===== config.mk =====
export PLATFORM = sky130hd
export DESIGN_NAME = frame_sum_router
export DESIGN_NICKNAME = d
export VERILOG_FILES = /design/src/router_pkg.sv /design/src/frame_accumulator.sv /design/src/frame_sum_router.sv /design/src/result_merger.sv /design/src/stream_selector.sv
export SDC_FILE = /design/constraint.sdc
export NUM_CORES = 1
export LEC_CHECK = 0
export BUFFER_PORTS_ARGS = -buffer_cell sky130_fd_sc_hd__buf_2
export CAP_MARGIN = 0
export CORE_UTILIZATION = 40
export CTS_BUF_LIST = sky130_fd_sc_hd__clkbuf_4 sky130_fd_sc_hd__clkbuf_8
export DETAILED_ROUTE_END_ITERATION = 7
export SLEW_MARGIN = 10
export SYNTH_ARGS = -nofsm -noshare
export SYNTH_HDL_FRONTEND = slang
export SYNTH_SLANG_ARGS = --single-unit

===== constraint.sdc =====
create_clock -name clock -period 6.1 [get_ports clock]
set_input_delay 0.61 -clock clock [delete_from_list [all_inputs] [get_ports clock]]
set_output_delay 0.61 -clock clock [all_outputs]
set_load 0.1 [all_outputs]

===== src/router_pkg.sv =====
// Shared sizes and beat types for the frame-summing stream router.
// Compiled ahead of the RTL and the testbench, which both take the
// widths, the lane count and the beat structs from here.

package router_pkg;

    // Lane count must stay a power of two that fits in LANE_W bits
    localparam int NUM_LANES = 4;
    localparam int DEST_W    = 3;
    localparam int LANE_W    = 2;
    localparam int SAMPLE_W  = 16;
    localparam int SUM_W     = 24;
    localparam int COUNT_W   = 8;

    typedef logic [SAMPLE_W-1:0] sample_t;
    typedef logic [DEST_W-1:0]   dest_t;
    typedef logic [LANE_W-1:0]   lane_t;

    // Wide enough for 255 full-scale samples without overflow
    typedef logic [SUM_W-1:0]    sum_t;
    typedef logic [COUNT_W-1:0]  count_t;

    // One input sample with its routing tag and end-of-frame flag
    typedef struct packed {
        sample_t data;
        dest_t   dest;
        logic    last;
    } sample_beat_t;

    // One finished frame as reported by a lane
    typedef struct packed {
        sum_t   sum;
        count_t count;
        lane_t  lane;
    } sum_beat_t;

endpackage


===== src/frame_accumulator.sv =====
// One accumulator lane of the frame-summing router.
// Samples of the open frame are added into a running sum and count.
// The last sample of a frame moves the totals into a result register
// that is held, tagged with the lane number, until the merger takes it.
// A lane stalls its input while an older result is still waiting.

`timescale 1ns/1ps

module frame_accumulator (
    input  logic                     clock,
    input  logic                     rst_n,
    input  router_pkg::sample_beat_t sample_beat,
    input  logic                     sample_valid,
    output logic                     sample_ready,
    input  router_pkg::lane_t        lane_id,
    output router_pkg::sum_beat_t    result,
    output logic                     result_valid,
    input  logic                     result_ready
);

    router_pkg::sum_t   acc_sum;
    router_pkg::count_t acc_count;
    router_pkg::sum_t   next_sum;
    router_pkg::count_t next_count;
    logic               accept;
    logic               close_frame;

    // Stall while a result is pending and the merger is not taking it
    assign sample_ready = !result_valid || result_ready;
    assign accept       = sample_valid && sample_ready;
    assign close_frame  = accept && sample_beat.last;

    // Totals including the sample presented this cycle
    assign next_sum   = acc_sum + router_pkg::sum_t'(sample_beat.data);
    assign next_count = acc_count + router_pkg::count_t'(1);

    always_ff @(posedge clock or negedge rst_n) begin
        if (!rst_n) begin
            acc_sum      <= '0;
            acc_count    <= '0;
            result_valid <= 1'b0;
        end else begin
            if (close_frame) begin
                // Start the next frame from zero
                acc_sum      <= '0;
                acc_count    <= '0;
                result_valid <= 1'b1;
            end else begin
                if (accept) begin
                    acc_sum   <= next_sum;
                    acc_count <= next_count;
                end
                if (result_valid && result_ready) begin
                    result_valid <= 1'b0;
                end
            end
        end
    end

    // The result payload is only written when a frame closes
    always_ff @(posedge clock) begin
        if (close_frame) begin
            result.sum   <= next_sum;
            result.count <= next_count;
            result.lane  <= lane_id;
        end
    end

    // A pending result must not change or vanish before it is taken
    a_result_stable: assert property (
        @(posedge clock) disable iff (!rst_n)
        result_valid && !result_ready |=> result_valid && $stable(result)
    ) else $error("lane %0d result changed while stalled", lane_id);

endmodule


===== src/frame_sum_router.sv =====
// Top level of the frame-summing stream router.
// Samples enter on one valid/ready stream, are steered to a lane by
// destination, summed per frame, and the per-frame results leave on a
// single stream tagged with the lane that produced them.

`timescale 1ns/1ps

module frame_sum_router (
    input  logic                     clock,
    input  logic                     rst_n,
    input  router_pkg::sample_beat_t in_beat,
    input  logic                     in_valid,
    output logic                     in_ready,
    output router_pkg::sum_beat_t    out_beat,
    output logic                     out_valid,
    input  logic                     out_ready
);

    // Selector to lanes, one beat shared by all lanes
    router_pkg::sample_beat_t         lane_beat;
    logic [router_pkg::NUM_LANES-1:0] lane_valid;
    logic [router_pkg::NUM_LANES-1:0] lane_ready;

    // Lanes to merger
    router_pkg::sum_beat_t            result [router_pkg::NUM_LANES];
    logic [router_pkg::NUM_LANES-1:0] result_valid;
    logic [router_pkg::NUM_LANES-1:0] result_ready;

    stream_selector stream_selector_i (
        .clock      (clock),
        .rst_n      (rst_n),
        .in_beat    (in_beat),
        .in_valid   (in_valid),
        .in_ready   (in_ready),
        .lane_beat  (lane_beat),
        .lane_valid (lane_valid),
        .lane_ready (lane_ready)
    );

    for (genvar i = 0; i < router_pkg::NUM_LANES; i++) begin : g_lane
        frame_accumulator frame_accumulator_i (
            .clock        (clock),
            .rst_n        (rst_n),
            .sample_beat  (lane_beat),
            .sample_valid (lane_valid[i]),
            .sample_ready (lane_ready[i]),
            .lane_id      (router_pkg::lane_t'(i)),
            .result       (result[i]),
            .result_valid (result_valid[i]),
            .result_ready (result_ready[i])
        );
    end

    result_merger result_merger_i (
        .clock        (clock),
        .rst_n        (rst_n),
        .result       (result),
        .result_valid (result_valid),
        .result_ready (result_ready),
        .out_beat     (out_beat),
        .out_valid    (out_valid),
        .out_ready    (out_ready)
    );

endmodule


===== src/result_merger.sv =====
// Round-robin merger of lane results onto one output stream.
// A registered grant pointer names the single lane offered ready, so
// ready never depends on that lane's own valid. After each transfer
// the pointer moves to the next requesting lane after the one served.
// The chosen result is captured in one output register.

`timescale 1ns/1ps

module result_merger (
    input  logic                             clock,
    input  logic                             rst_n,
    input  router_pkg::sum_beat_t            result [router_pkg::NUM_LANES],
    input  logic [router_pkg::NUM_LANES-1:0] result_valid,
    output logic [router_pkg::NUM_LANES-1:0] result_ready,
    output router_pkg::sum_beat_t            out_beat,
    output logic                             out_valid,
    input  logic                             out_ready
);

    router_pkg::lane_t grant_ptr;
    router_pkg::lane_t next_ptr;
    logic              out_free;
    logic              grant_valid;
    logic              transfer;

    // Output register can accept when empty or being drained
    assign out_free    = !out_valid || out_ready;
    assign grant_valid = result_valid[grant_ptr];
    assign transfer    = out_free && grant_valid;

    always_comb begin
        result_ready = '0;
        if (out_free) begin
            result_ready[grant_ptr] = 1'b1;
        end
    end

    // Search starts one past the pointer, and the pointer itself comes last
    always_comb begin
        next_ptr = grant_ptr;
        for (int k = router_pkg::NUM_LANES; k >= 1; k--) begin
            if (result_valid[(int'(grant_ptr) + k) % router_pkg::NUM_LANES]) begin
                next_ptr = router_pkg::lane_t'((int'(grant_ptr) + k) % router_pkg::NUM_LANES);
            end
        end
    end

    always_ff @(posedge clock or negedge rst_n) begin
        if (!rst_n) begin
            grant_ptr <= '0;
            out_valid <= 1'b0;
        end else begin
            // Hold the pointer only while its lane is waiting on a full output
            if (!grant_valid || out_free) begin
                grant_ptr <= next_ptr;
            end
            if (out_free) begin
                out_valid <= grant_valid;
            end
        end
    end

    always_ff @(posedge clock) begin
        if (transfer) begin
            out_beat <= result[grant_ptr];
        end
    end

    // Only one lane may ever see ready in a given cycle
    a_ready_onehot: assert property (
        @(posedge clock) disable iff (!rst_n)
        $onehot0(result_ready)
    ) else $error("result_ready is not one-hot: %b", result_ready);

endmodule


===== src/stream_selector.sv =====
// Registered one-to-NUM_LANES stream selector.
// Each accepted sample is steered to the lane named by its destination
// field and held in a single output register until that lane takes it.
// Samples whose destination has no lane are accepted and dropped.

`timescale 1ns/1ps

module stream_selector (
    input  logic                             clock,
    input  logic                             rst_n,
    input  router_pkg::sample_beat_t         in_beat,
    input  logic                             in_valid,
    output logic                             in_ready,
    output router_pkg::sample_beat_t         lane_beat,
    output logic [router_pkg::NUM_LANES-1:0] lane_valid,
    input  logic [router_pkg::NUM_LANES-1:0] lane_ready
);

    // One-hot decode of the incoming destination, all zero when out of range
    logic [router_pkg::NUM_LANES-1:0] dest_hit;
    logic                             in_range;
    logic                             taken;
    logic                             accept;

    always_comb begin
        dest_hit = '0;
        for (int i = 0; i < router_pkg::NUM_LANES; i++) begin
            if (in_beat.dest == router_pkg::dest_t'(i)) begin
                dest_hit[i] = 1'b1;
            end
        end
    end

    assign in_range = |dest_hit;

    // The buffered sample leaves when its lane is ready
    assign taken = |(lane_valid & lane_ready);

    // Room for a new sample when the buffer is empty or draining this cycle
    assign in_ready = (lane_valid == '0) || taken;
    assign accept   = in_valid && in_ready;

    always_ff @(posedge clock or negedge rst_n) begin
        if (!rst_n) begin
            lane_valid <= '0;
        end else begin
            if (accept) begin
                // An out-of-range sample loads all zeros, so nothing is buffered
                lane_valid <= dest_hit;
            end else if (taken) begin
                lane_valid <= '0;
            end
        end
    end

    // Payload only changes when a routable sample is captured
    always_ff @(posedge clock) begin
        if (accept && in_range) begin
            lane_beat <= in_beat;
        end
    end

    // The decode must never offer the same sample to two lanes
    a_lane_valid_onehot: assert property (
        @(posedge clock) disable iff (!rst_n)
        $onehot0(lane_valid)
    ) else $error("lane_valid is not one-hot: %b", lane_valid);

endmodule


# Word level (Yosys, flattened, before mapping)
# Cells that the tools add are included.
[totals] register_bits=318
[op_classes] n_addsub=12 magnitude_cmp=7 eq_ne=3 n_mux=54 bitwise_logic=6 reduce_logical=48
[op_table] op="two-way mux 24 bit" count=8
[op_table] op="adder 24 x 16 -> 24 bit" count=4
[op_table] op="binary-select mux 34 bit (select 2 bit)" count=1
[op_table] op="two-way mux 34 bit" count=2
[op_table] op="two-way mux 8 bit" count=8
[op_table] op="adder 8 x 1 -> 8 bit, second input constant" count=4
[op_table] op="two-way mux 1 bit" count=22
[op_table] op="nonzero test 2 bit" count=9
[op_table] op="logical AND 1 bit" count=16
[op_table] op="< comparator 3 x 4 -> 1 bit, second input constant" count=4
[op_table] op="two-way mux 4 bit" count=3
[op_table] op="binary-select mux 1 bit (select 2 bit)" count=5
[op_table] op="two-way mux 2 bit" count=4
[op_table] op="OR reduction 2 bit" count=4
[op_table] op="OR reduction 4 bit" count=2
[op_table] op="logical OR 1 bit" count=7
[op_table] op="== test 3 x 2 -> 1 bit, second input constant" count=2
[op_table] op="logical NOT 1 bit" count=6
[op_table] op="adder 2 x 1 -> 2 bit, second input constant" count=2
[op_table] op="adder 2 bit, second input constant" count=2
[op_table] op="AND 1 bit, first input constant" count=4
[op_table] op="AND 4 bit" count=1
[op_table] op="logical NOT 4 bit" count=1
[op_table] op="nonzero test 4 bit" count=1
[op_table] op="other kinds (8)" count=8

# Logic depth before layout (Yosys ltp)
# Gate-level depths: netlist of run 1.
[logic_depth] ltp_word=11 mapped_depth=13

# Modules after synthesis
# Synthesis of run 1 repeated with hierarchy kept, for this count alone.
[hier_totals] hier_cells=1396 hier_area_um2=17207.8
[modules_own_cells] module="frame_accumulator at g_lane[1].frame_accumulator_i ..." n_inst=3 cells_each=311 area_each_um2=3563.4 seq_area_each_um2=1846.8
[modules_own_cells] module="frame_accumulator at g_lane[0].frame_accumulator_i" n_inst=1 cells_each=308 area_each_um2=3482.1 seq_area_each_um2=1846.8
[modules_own_cells] module="result_merger" n_inst=1 cells_each=116 area_each_um2=2224.6 seq_area_each_um2=1096.1
[modules_own_cells] module="stream_selector" n_inst=1 cells_each=37 area_each_um2=803.3 seq_area_each_um2=700.7
[modules_own_cells] module="frame_sum_router" n_inst=1 cells_each=2 area_each_um2=7.5 seq_area_each_um2=0.0

# Worst setup path after synthesis of run 1
# Ideal clock, no wire load.
[synth_timing] path_type="reg2reg" startpoint="register stream_selector_i.lane_valid[3] (netlist bit)" endpoint="register, netlist name stream_selector_i.lane_beat[0]" arrival_time_ns=4.589 slack_ns=1.127 stages_incl_launch_ff=4 path_cell_list="dfrtp_1 -> o41ai_1 -> and3b_1 -> clkbuf_1"
[synth_between] elab_chain_cells=5 elab_cells_between_ends=6 classes_between="bitwise: 1; reduce/logical: 5"
[synth_rtl] item="start: declaration" line_no="stream_selector.sv:15" text="output logic [router_pkg::NUM_LANES-1:0] lane_valid,"
[synth_rtl] item="start signal: assignment" line_no="stream_selector.sv:49" text="lane_valid <= dest_hit;"
[synth_rtl] item="AND 4 bit" line_no="stream_selector.sv:37" text="assign taken = |(lane_valid & lane_ready);"
[synth_rtl] item="OR reduction 4 bit" line_no="stream_selector.sv:37"
[synth_rtl] item="logical OR 1 bit *" line_no="stream_selector.sv:40" text="assign in_ready = (lane_valid == '0) || taken;"
[synth_rtl] item="named net in_ready" line_no="frame_sum_router.sv:13" text="output logic in_ready,"
[synth_rtl] item="logical AND 1 bit *" line_no="stream_selector.sv:41" text="assign accept = in_valid && in_ready;"
[synth_rtl] item="logical AND 1 bit *" line_no="stream_selector.sv:58" text="if (accept && in_range) begin"
# The timed path passes the listed nets; every way through them passes the cells marked *.
# A chain may end at the register's enable or synchronous reset.

# Final worst setup path of run 1
[layout_timing] startpoint="register result_merger_i.grant_ptr[1]" endpoint="output in_ready"
[layout_between] elab_chain_cells=9 elab_cells_between_ends=13 classes_between="order compare: 2; mux: 3; bitwise: 1; reduce/logical: 7"
[layout_rtl] item="start: declaration" line_no="result_merger.sv:20" text="router_pkg::lane_t grant_ptr;"
[layout_rtl] item="start signal: assignment" line_no="result_merger.sv:55" text="grant_ptr <= next_ptr;"
[layout_rtl] item="< comparator 2 x 3 -> 1 bit (implied by the code) / greater-or-equal comparator 2 x 1 -> 1 bit (equally long branches)" line_no="result_merger.sv:34" text="result_ready[grant_ptr] = 1'b1;"
[layout_rtl] item="logical AND 1 bit (implied by the code)" line_no="result_merger.sv:34"
[layout_rtl] item="two-way mux 1 bit (implied by the code)" line_no="result_merger.sv:34"
[layout_rtl] item="demux 1 bit (select 2 bit) *"
[layout_rtl] item="two-way mux 4 bit *" line_no="result_merger.sv:33" text="if (out_free) begin"
[layout_rtl] item="logical OR 1 bit" line_no="frame_accumulator.sv:29" text="assign sample_ready = !result_valid || result_ready;"
[layout_rtl] item="AND 4 bit *" line_no="stream_selector.sv:37"
[layout_rtl] item="OR reduction 4 bit *" line_no="stream_selector.sv:37"
[layout_rtl] item="logical OR 1 bit *" line_no="stream_selector.sv:40"
[layout_rtl] item="end: declaration" line_no="frame_sum_router.sv:13"
# Every way passes the cells marked *; elsewhere a longest branch is shown, timed or not.

==> reports/metrics.yaml, run 1 <==
rsz0062_at_grt: "false"
synthToLayoutAreaGrowth_pct: 13.37
fin_setup_tns_ns: 0
worstPathRequired_ns: 5.49
hold_class: "input port to asynchronous set/reset pin"
numClockSinks: 318
avgSynthCellArea_sq_um: 11.90
numCtsBuffers: 55
drtIter0Drc: 860
portBuffers: 59
worstPathArrival_ns: 4.02
cts-resized-gates: 0
syn_nets: 1437
core_sq_um: 38920
dieArea_sq_um: 40560
detailroute.via_count: 11144
first_pass_iters: 5
insertion_delay_ns: 0.64
dpl.hpwl_mm: 26.94
ir_worst_vdd_uv: 257.9
synthAdderAreaFrac: 0.06167
cts-root-buf: "clkbuf_8"
max_slew.worst_pin.slew_ns: 1.230
ys_seq_elements: 318
period_share: 0.7582
finalPower_mw: 10.21
finalNetCount: 1517
initial_core_util: 0.4087
ios: 60
finalHoldViolCount: 0
die_y_um: 201.4
worstSetupPathType: "flip-flop to primary output"
cp-start-kind: "flip-flop"
clk_pin_slew_worst_paths_ns: 0.06
crit_path_end_kind: "primary output"
finalSetupViolations: 0
cts_hold_buf: 0
drive_gt1_frac: 0.1613
cts_tree: "done"
yosys.area_share.simple: 0.09778
finalClockSkew_ns: 0.02655
routed_wirelength_mm: 40.26
rows: 72
synthXorXnorAreaFrac: 0.05727
synth_edf_count: 179
drv_slew: 0
seq_area_frac_synth: 0.5566
power_density_nw_per_um2: 566.1
ctsHtreeMaxLevel: 2
grt_overflow: 0
wire_per_inst_um: 20.31
yosysWarnings: 0
antenna_found_initial: 0
final_core_util: 0.4633
ys_async_sr_fraction: 0.4371
globalplace.congestion: 0.8732
p_leak_nw: 7.276
grt_max_degree: 75
grt_usage: 0.2016
route.detailed.drc: 0
drv_cap: 0
syn_area_sq_um: 15910
fmax_ghz: 0.2162
viasPerCell: 5.623
outcome: "completed"
grt_pass1_wl_mm: 63.02
synth.area.mux_share: 0.04799
grt_pass1_vias: 11181
synth_top_family_by_area: "compound AO/OA/AOI/OAI gates"
ys.flop_type: "edfxtp_1"
finalWorstPathRequiredPeriod_ns: 4.625
clockBufferDepth: 3
synth_compound_area_frac: 0.1586
die_x_um: 201.4
cts_setup_buffers: 0
synth_cell_types: 69
path_max_fanout: 44
synthCells: 1337
drt.antenna.violating_nets: 0
relSlewSlack: 0.1781
[routing by layer]
| metal | part of all wire | GRT usage | vias up |
|---|---|---|---|
| li1 | - | - | 5234 |
| met1 | 0.45 | 0.2757 | 5487 |
| met2 | 0.47 | 0.3204 | 346 |
| met3 | 0.058 | 0.03612 | 77 |
| met4 | 0.025 | 0.07413 | 0 |
| met5 | 0 | 0 | - |
[per-stage QoR]
step / worst slack, ns / cells / hold slack, ns / area (sq um)
4_1_cts: 1.416 / 1981 / 0.01805 / 18030
2_1_floorplan: 1.127 / 1337 / 0.3144 / 15910
3_3_place_gp: 2.156 / 1878 / 0.4648 / 16820
5_1_grt: 1.187 / 1981 / 0.04816 / 18030
3_5_place_dp: 2.108 / 1878 / 0.4767 / 16820
6_report: 1.475 / 1982 / 0.02410 / 18030
[registers in the layout (all words and copies together), names as in the netlist]
| signal | cells |
|---|---|
| g_lane.frame_accumulator_i.result | 128 |
| g_lane.frame_accumulator_i.acc_sum | 96 |
| result_merger_i.out_beat | 34 |
| g_lane.frame_accumulator_i.acc_count | 32 |
| stream_selector_i.lane_beat | 17 |
| g_lane.frame_accumulator_i.result_valid | 4 |
| stream_selector_i.lane_valid | 4 |
| result_merger_i.grant_ptr | 2 |
| result_merger_i.out_valid | 1 |
[placed cells by master (no fill, tap or decap), drive strengths merged, types with 11 or more instances in the layout]
cell,Yosys,layout
ha,72,72
xor2,42,42
a211oi,18,18
inv,32,33
nor2,78,78
buf,10,74
edfxtp,179,179
o21ai,123,123
nand3,42,42
nand2b,12,12
a22o,48,48
a21o,14,14
clkbuf,41,74
mux4,33,33
clkinv,0,22
o31ai,22,22
nand2,134,134
a21oi,78,78
xnor2,62,62
and3,16,16
dfrtp,139,139
a31oi,14,14
nand4,11,11
[worst max-delay path, stage by stage, from the launching register on]
cell and delay (ns):
dfrtp_2 1.06, inv_1 0.26, ha_1 0.26, a21oi_1 0.14
nand2b_2 0.79, and4_1 0.42, o41ai_1 0.13, buf_2 0.31
[cells in the mapped netlist (33+ instances only)]
cell type | n | share of area
edfxtp_1 | 179 | 0.34
dfrtp_1 | 139 | 0.22
nand2_1 | 133 | 0.031
o21ai_0 | 122 | 0.038
a21oi_1 | 78 | 0.025
nor2_1 | 78 | 0.018
ha_1 | 72 | 0.057
xnor2_1 | 62 | 0.034
a22o_1 | 48 | 0.026
nand3_1 | 42 | 0.013
xor2_1 | 42 | 0.023
clkbuf_1 | 41 | 0.0097
mux4_2 | 33 | 0.047
[power breakdown]
group | leakage [nW] | internal [mW] | switching (mW)
registers | 3.48 | 3.12 | 0.445
logic | 3.15 | 1.47 | 3.06
clock network | 0.642 | 1.20 | 0.921
[logic make-up after synthesis]
family          after synthesis
xor+xnor                    104
simple gates                339
flops                       318
compound gates              382
fa+ha+maj                    76
mux                          35
buf+inv                      83
[worst paths after layout]
path | startpoint | end | slack (ns) | cells past startpoint
max in group asynchronous | rst_n | g_lane[2].frame_accumulator_i.acc_sum[9] | 4.61 | 2
max reg2reg | result_merger_i.grant_ptr[1] | stream_selector_i.lane_valid[2] | 2.18 | 9
max | result_merger_i.grant_ptr[1] | in_ready | 1.47 | 7
min reg2reg | g_lane[3].frame_accumulator_i.acc_sum[8] | g_lane[3].frame_accumulator_i.acc_sum[8] | 0.49 | 2
min in group clock | in_beat[18] | stream_selector_i.lane_beat[18] | 0.15 | 1
min | rst_n | g_lane[3].frame_accumulator_i.result_valid | 0.02 | 1
[final cells by class]
cell class	count	area, sq um
repair buffers	74	414.1
multi-input cells	936	6778
well taps	518	648.1
clock inverters	29	257.7
inverters	32	120.1
clock buffers	74	955.9
fillers	3565	20890
flip-flops and latches	318	8856
diodes	1	2.502
No activity file was read; power rests on OpenSTA's default activity.
==> run 2, diff against run 1 <==
--- a/config.mk
+++ b/config.mk
@@ -5,6 +5,7 @@
 export SDC_FILE = /design/constraint.sdc
 export NUM_CORES = 1
 export LEC_CHECK = 0
+export ABC_AREA = 1
 export BUFFER_PORTS_ARGS = -buffer_cell sky130_fd_sc_hd__buf_2
 export CAP_MARGIN = 0
 export CORE_UTILIZATION = 40
==> constraint.sdc (replaced) <==
create_clock -name clock -period 4.62 [get_ports clock]
set_input_delay 0.462 -clock clock [delete_from_list [all_inputs] [get_ports clock]]
set_output_delay 0.462 -clock clock [all_outputs]
set_load 0.1 [all_outputs]
==> run 2 against run 1 <==
Effect of this change: register-to-register slack worse by 0.93 ns; hold slack better by 0.012 ns; die area is 13% higher; clock-buffer cell count is 9 higher; sequential power is 25% higher; cell count is 47% higher; global-route usage is 2.5 points higher; via count is 33% higher; first-iteration DRC count is 54% higher; synthesized cell count is 63% higher; area after synthesis is 13% higher; core utilization is 0.45 points lower.
==> reports/metrics.yaml, run 2 <==
synth_edf_count: 179
cp-start-kind: "flip-flop"
finalSetupViolations: 0
finalWorstPathRequiredPeriod_ns: 3.593
relSlewSlack: 0.2221
antenna_found_initial: 1
grt_usage: 0.2264
detailroute.via_count: 14792
cpPeakStageDelay_ns: 0.60
p_seq_frac: 0.319
die_y_um: 214.4
syn_area_sq_um: 18040
crit_chain: "inv_2 -> ha_1 -> nand2_1 -> nand2_1 -> nand2_2 -> nand2_1 -> nor3_4 -> nand2_2 -> buf_2"
drt.antenna.violating_nets: 0
ios: 60
ir_worst_vdd_uv: 780.7
final_common_cell: "nand2_1"
final_area_sq_um: 20330
top_register: "g_lane.frame_accumulator_i.result"
ys_async_sr_fraction: 0.4371
yosysMostFrequentCell: "nand2_1"
worstPathArrival_ns: 3.13
reg.largest.list: "g_lane.frame_accumulator_i.result: 128 flops, g_lane.frame_accumulator_i.acc_sum: 96 flops, result_merger_i.out_beat: 34 flops"
power_frac_comb: 0.474
yosys-top-cells-count: "nand2_1, inv_1, edfxtp_1"
final_cell_mix: "nand2_1, inv_1, edfxtp_1, nor2_1, dfrtp_1"
drv_slew: 0
ctsHtreeMaxLevel: 2
portBuffers: 59
largest_reg_flops: 128
core_sq_um: 44320
ys.flop_type: "edfxtp_1"
nFillCells: 4363
finalHoldViolCount: 0
synth_area_leaders: "edfxtp_1, dfrtp_1, nand2_1"
drtIter0Drc: 1324
drv_cap: 0
dieArea_sq_um: 45950
internal-power_mw: 7.486
worstPathRequired_ns: 4.16
avgSynthCellArea_sq_um: 8.255
numCtsBuffers: 54
cts_hold_buf: 11
wire_per_inst_um: 17.66
cts_tree: "done"
outcome: "completed"
yosysTopAreaCellShare: 0.2980
dpl.hpwl_mm: 38.80
power_density_nw_per_um2: 688.6
max_slew.worst_pin.slew_ns: 1.166
synth.largest_area_cell: "edfxtp_1"
crit_top_cell: "nand2_1"
insertion_delay_ns: 0.64
drt-met1-wl_mm: 23.73
routed.top_layer: "met5"
clk_pin_slew_worst_paths_ns: 0.07
dr_wl_met3_mm: 3.173
p_leak_nw: 9.644
grt_max_degree: 67
cts-resized-gates: 0
worstSetupPathType: "flip-flop to primary output"
initial_core_util: 0.4070
finalPower_mw: 14.00
synthToLayoutAreaGrowth_pct: 12.74
rsz0062_at_grt: "false"
die_x_um: 214.4
synth_cell_types: 40
pwr-share-clk: 0.207
wl_met2_mm: 22.92
numClockSinks: 318
seq_area_frac_synth: 0.4908
crit_path_end_kind: "primary output"
yosysWarnings: 0
globalplace.congestion: 0.9516
grt_pass1_wl_mm: 80.25
synthCells: 2185
hold_class: "input port to flip-flop"
swShare: 0.4654
grt_overflow: 0
routed_wirelength_mm: 51.55
final_core_util: 0.4588
viasPerCell: 5.069
clockBufferDepth: 3
path_max_fanout: 32
finalNetCount: 2380
period_share: 0.7777
power.switching_mw: 6.517
cts_setup_buffers: 0
fin_setup_tns_ns: 0
post-place-ws_ns: 1.264
route.detailed.drc: 0
fmax_ghz: 0.2783
first_pass_iters: 7
ys_seq_elements: 318
n_antenna_cell: 0
cts-root-buf: "clkbuf_8"
cp_slowest_cell: "dfrtp_2"
rows: 77
grt_pass1_vias: 14117
syn_nets: 2285
post_dp_cell_area_sq_um: 18980
finalClockSkew_ns: 0.02248
setup_ws_ns: 1.027
drive_gt1_frac: 0.1002
[run 2: power groups by stage]
stage | sequential (mW) | combinational, mW | clock [mW]
6_report | 4.46 | 6.64 | 2.90
5_1_grt | 4.54 | 7.28 | 3.08
4_1_cts | 4.47 | 6.62 | 2.97
3_5_place_dp | 4.51 | 6.58 | 0
3_3_place_gp | 4.50 | 6.54 | 0
2_1_floorplan | 5.51 | 3.81 | 0
[run 2: kinds of logic after synthesis]
logic type	after synthesis	share of synthesized area
buf+inv	323	0.06985
compound gates	234	0.07402
simple gates	1175	0.2806
fa+ha+maj	76	0.05438
xor+xnor	59	0.03031
flops	318	0.4908
[run 2: per-layer routing]
metal	GRT usage	vias to the layer above
met5	0.007292	-
met4	0.08333	2
met3	0.03248	84
met2	0.3558	494
met1	0.3168	6908
li1	-	7304
[run 2: layout make-up]
class                   instances  area [sq um]  share of cell area
multi-input cells            1544          7949              0.3909
well taps                     592         740.7             0.03643
repair buffers                 79         479.2             0.02357
flip-flops and latches        318          8855              0.4355
inverters                     283          1062             0.05224
clock inverters                19         231.5             0.01138
clock buffers                  83          1017             0.05002
[run 2: through the flow]
stage / hold slack, ns / instances
final: 0.03593 / 2918
after global routing: 0.01964 / 2918
after CTS: 0.009065 / 2918
after detailed placement: 0.4558 / 2805
after global placement: 0.4567 / 2805
after floorplan: 0.1664 / 2185
[run 2: worst paths after layout]
kind                                                     startpoint                                   endpoint  slack (ns)  depth (start not counted)
max                                    result_merger_i.grant_ptr[0]                                   in_ready        1.03                          9
min                                                      in_beat[7]             stream_selector_i.lane_beat[7]        0.04                          1
max reg2reg                            result_merger_i.grant_ptr[0]            stream_selector_i.lane_beat[13]        1.25                          9
min reg2reg                g_lane[2].frame_accumulator_i.acc_sum[9]   g_lane[2].frame_accumulator_i.acc_sum[9]        0.48                          2
max in group asynchronous                                     rst_n  g_lane[2].frame_accumulator_i.acc_sum[15]        3.15                          3
min in group asynchronous                                     rst_n  g_lane[0].frame_accumulator_i.acc_sum[21]        0.36                          2
[run 2: critical path: cells and delay by family (launching register included)]
kind	cells	cell delay [ns]
adder cells (fa/ha/maj)	1	0.20
flip-flops	1	0.60
buffers and inverters	2	0.39
AND/OR/NAND/NOR	6	1.30
==> run 3, diff against run 2 <==
==> constraint.sdc (replaced) <==
create_clock -name clock -period 3.15 [get_ports clock]
set_input_delay 0.315 -clock clock [delete_from_list [all_inputs] [get_ports clock]]
set_output_delay 0.315 -clock clock [all_outputs]
set_load 0.1 [all_outputs]
==> run 3 against run 2 <==
Effect of this change: core utilization increased by 0.74 points; critical endpoint unchanged; combinational power is 46% higher; highest routed layer is now met4; largest cell class unchanged; worst setup slack got worse by 0.81 ns; hold slack worse by 0.0023 ns; via count up 1.0%.
==> reports/metrics.yaml, run 3 (same netlist as run 2, synthesis figures left out) <==
outcome: "completed"
antenna_found_initial: 0
cp_slowest_cell: "dfrtp_2"
grt_pass1_vias: 14279
worstSetupPathType: "flip-flop to primary output"
dieArea_sq_um: 45950
initial_core_util: 0.4070
rows: 77
cts-resized-gates: 0
relSlewSlack: 0.4292
numClockSinks: 318
period_share: 0.9325
final_cell_count_no_fill: 2945
ios: 60
wire_per_inst_um: 18.11
cp-start-kind: "flip-flop"
cpPeakStageDelay_ns: 0.64
final_area_sq_um: 20660
ctsHtreeMaxLevel: 2
die_x_um: 214.4
fmax_ghz: 0.3404
drv_cap: 0
finalNetCount: 2404
grt_overflow: 0
synthToLayoutAreaGrowth_pct: 14.56
post_dp_cell_area_sq_um: 19100
path_max_fanout: 23
drv_slew: 0
finalHoldViolCount: 0
cts-root-buf: "clkbuf_8"
top_register: "g_lane.frame_accumulator_i.result"
final_cell_mix: "nand2_1, inv_1, edfxtp_1, nor2_1, dfrtp_1"
hold_class: "input port to flip-flop"
final_core_util: 0.4663
largest_reg_flops: 128
numCtsBuffers: 57
cts_setup_buffers: 0
viasPerCell: 5.073
crit_chain: "inv_2 -> ha_1 -> nand2_1 -> nand2_1 -> nand2_2 -> nand2_1 -> nor3_4 -> nand2_2 -> buf_12"
grt_pass1_wl_mm: 82.91
routed_wirelength_mm: 53.33
rsz0062_at_grt: "false"
cts_tree: "done"
detailroute.via_count: 14941
clk_pin_slew_worst_paths_ns: 0.07
crit_path_end_kind: "primary output"
dpl.hpwl_mm: 39.78
grt_max_degree: 81
worstPathRequired_ns: 2.83
crit_top_cell: "nand2_1"
power_density_nw_per_um2: 1005
cts_hold_buf: 23
final_common_cell: "nand2_1"
finalClockSkew_ns: 0.03821
finalWorstPathRequiredPeriod_ns: 2.937
die_y_um: 214.4
clockBufferDepth: 3
drt.antenna.violating_nets: 0
portBuffers: 59
grt_usage: 0.2339
globalplace.congestion: 0.9840
min_delay_path_depth: 4
first_pass_iters: 5
ir_worst_vdd_uv: 1107
finalPower_mw: 20.76
insertion_delay_ns: 0.66
finalSetupViolations: 0
drtIter0Drc: 1417
drive_gt1_frac: 0.1058
r2r_cells: 11
max_slew.worst_pin.slew_ns: 0.8563
p_leak_nw: 9.813
n_antenna_cell: 0
worstPathArrival_ns: 2.62
route.detailed.drc: 0
place_inst: 2814
reg.largest.list: "g_lane.frame_accumulator_i.result: 128 flops, g_lane.frame_accumulator_i.acc_sum: 96 flops, result_merger_i.out_beat: 34 flops"
core_sq_um: 44320
fin_setup_tns_ns: 0
[run 3: cell count changes in the layout (fill, tap and decap cells not counted), sizes merged]
cell         change
clkbuf           +8
inv              -2
buf              +9
bufinv           -2
dlygate4sd3     +12
clkinvlp         -2
clkinv           +4
[run 3: path summary, 6_finish.rpt]
check | startpoint | endpoint | slack [ns]
min reg2reg | g_lane[0].frame_accumulator_i.acc_sum[14] | g_lane[0].frame_accumulator_i.acc_sum[14] | 0.49
max reg2reg | result_merger_i.grant_ptr[0] | stream_selector_i.lane_valid[0] | 0.57
max in group asynchronous | rst_n | g_lane[1].frame_accumulator_i.acc_sum[7] | 1.98
min in group asynchronous | rst_n | g_lane[0].frame_accumulator_i.acc_count[6] | 0.32
max | result_merger_i.grant_ptr[0] | in_ready | 0.21
min | out_ready | result_merger_i.out_valid | 0.03
[run 3: area by class of cell]
type / count / area, sq um
clock buffers: 91 / 1177
clock inverters: 17 / 160.2
fillers: 4294 / 23650
inverters: 283 / 1062
multi-input cells: 1544 / 7949
flip-flops and latches: 318 / 8855
well taps: 592 / 740.7
repair buffers: 100 / 719.4
[run 3: worst max-delay path, delay by kind of cell, from the launching register on]
kind,cells,cell delay (ns)
AND/OR/NAND/NOR,6,0.83
flip-flops,1,0.64
buffers and inverters,2,0.32
adder cells (fa/ha/maj),1,0.21
[run 3: stage by stage]
stage	worst slack (ns)	hold WS, ns
final	0.2125	0.03366
after CTS	0.1943	0.001896
after global routing	0.04914	0.03845
after detailed placement	0.6934	0.4578
after global placement	0.6752	0.4556
after floorplan	0.1629	0.01941
[run 3: routing by layer]
layer  routed length (um)  share of wire  global-route usage
met1                25080           0.47              0.3358
met2                23400           0.44              0.3606
met3                 3428          0.064             0.03872
met4                 1416          0.027             0.07286
met5                    0              0                   0
[run 3: where the power goes]
part / internal (mW) / switching, mW / total (mW) / leakage, nW
clock network: 2.61 / 1.84 / 4.45 / 0.712
logic: 2.68 / 7.04 / 9.72 / 5.59
registers: 5.90 / 0.693 / 6.59 / 3.51
total: 11.2 / 9.57 / 20.8 / 9.81
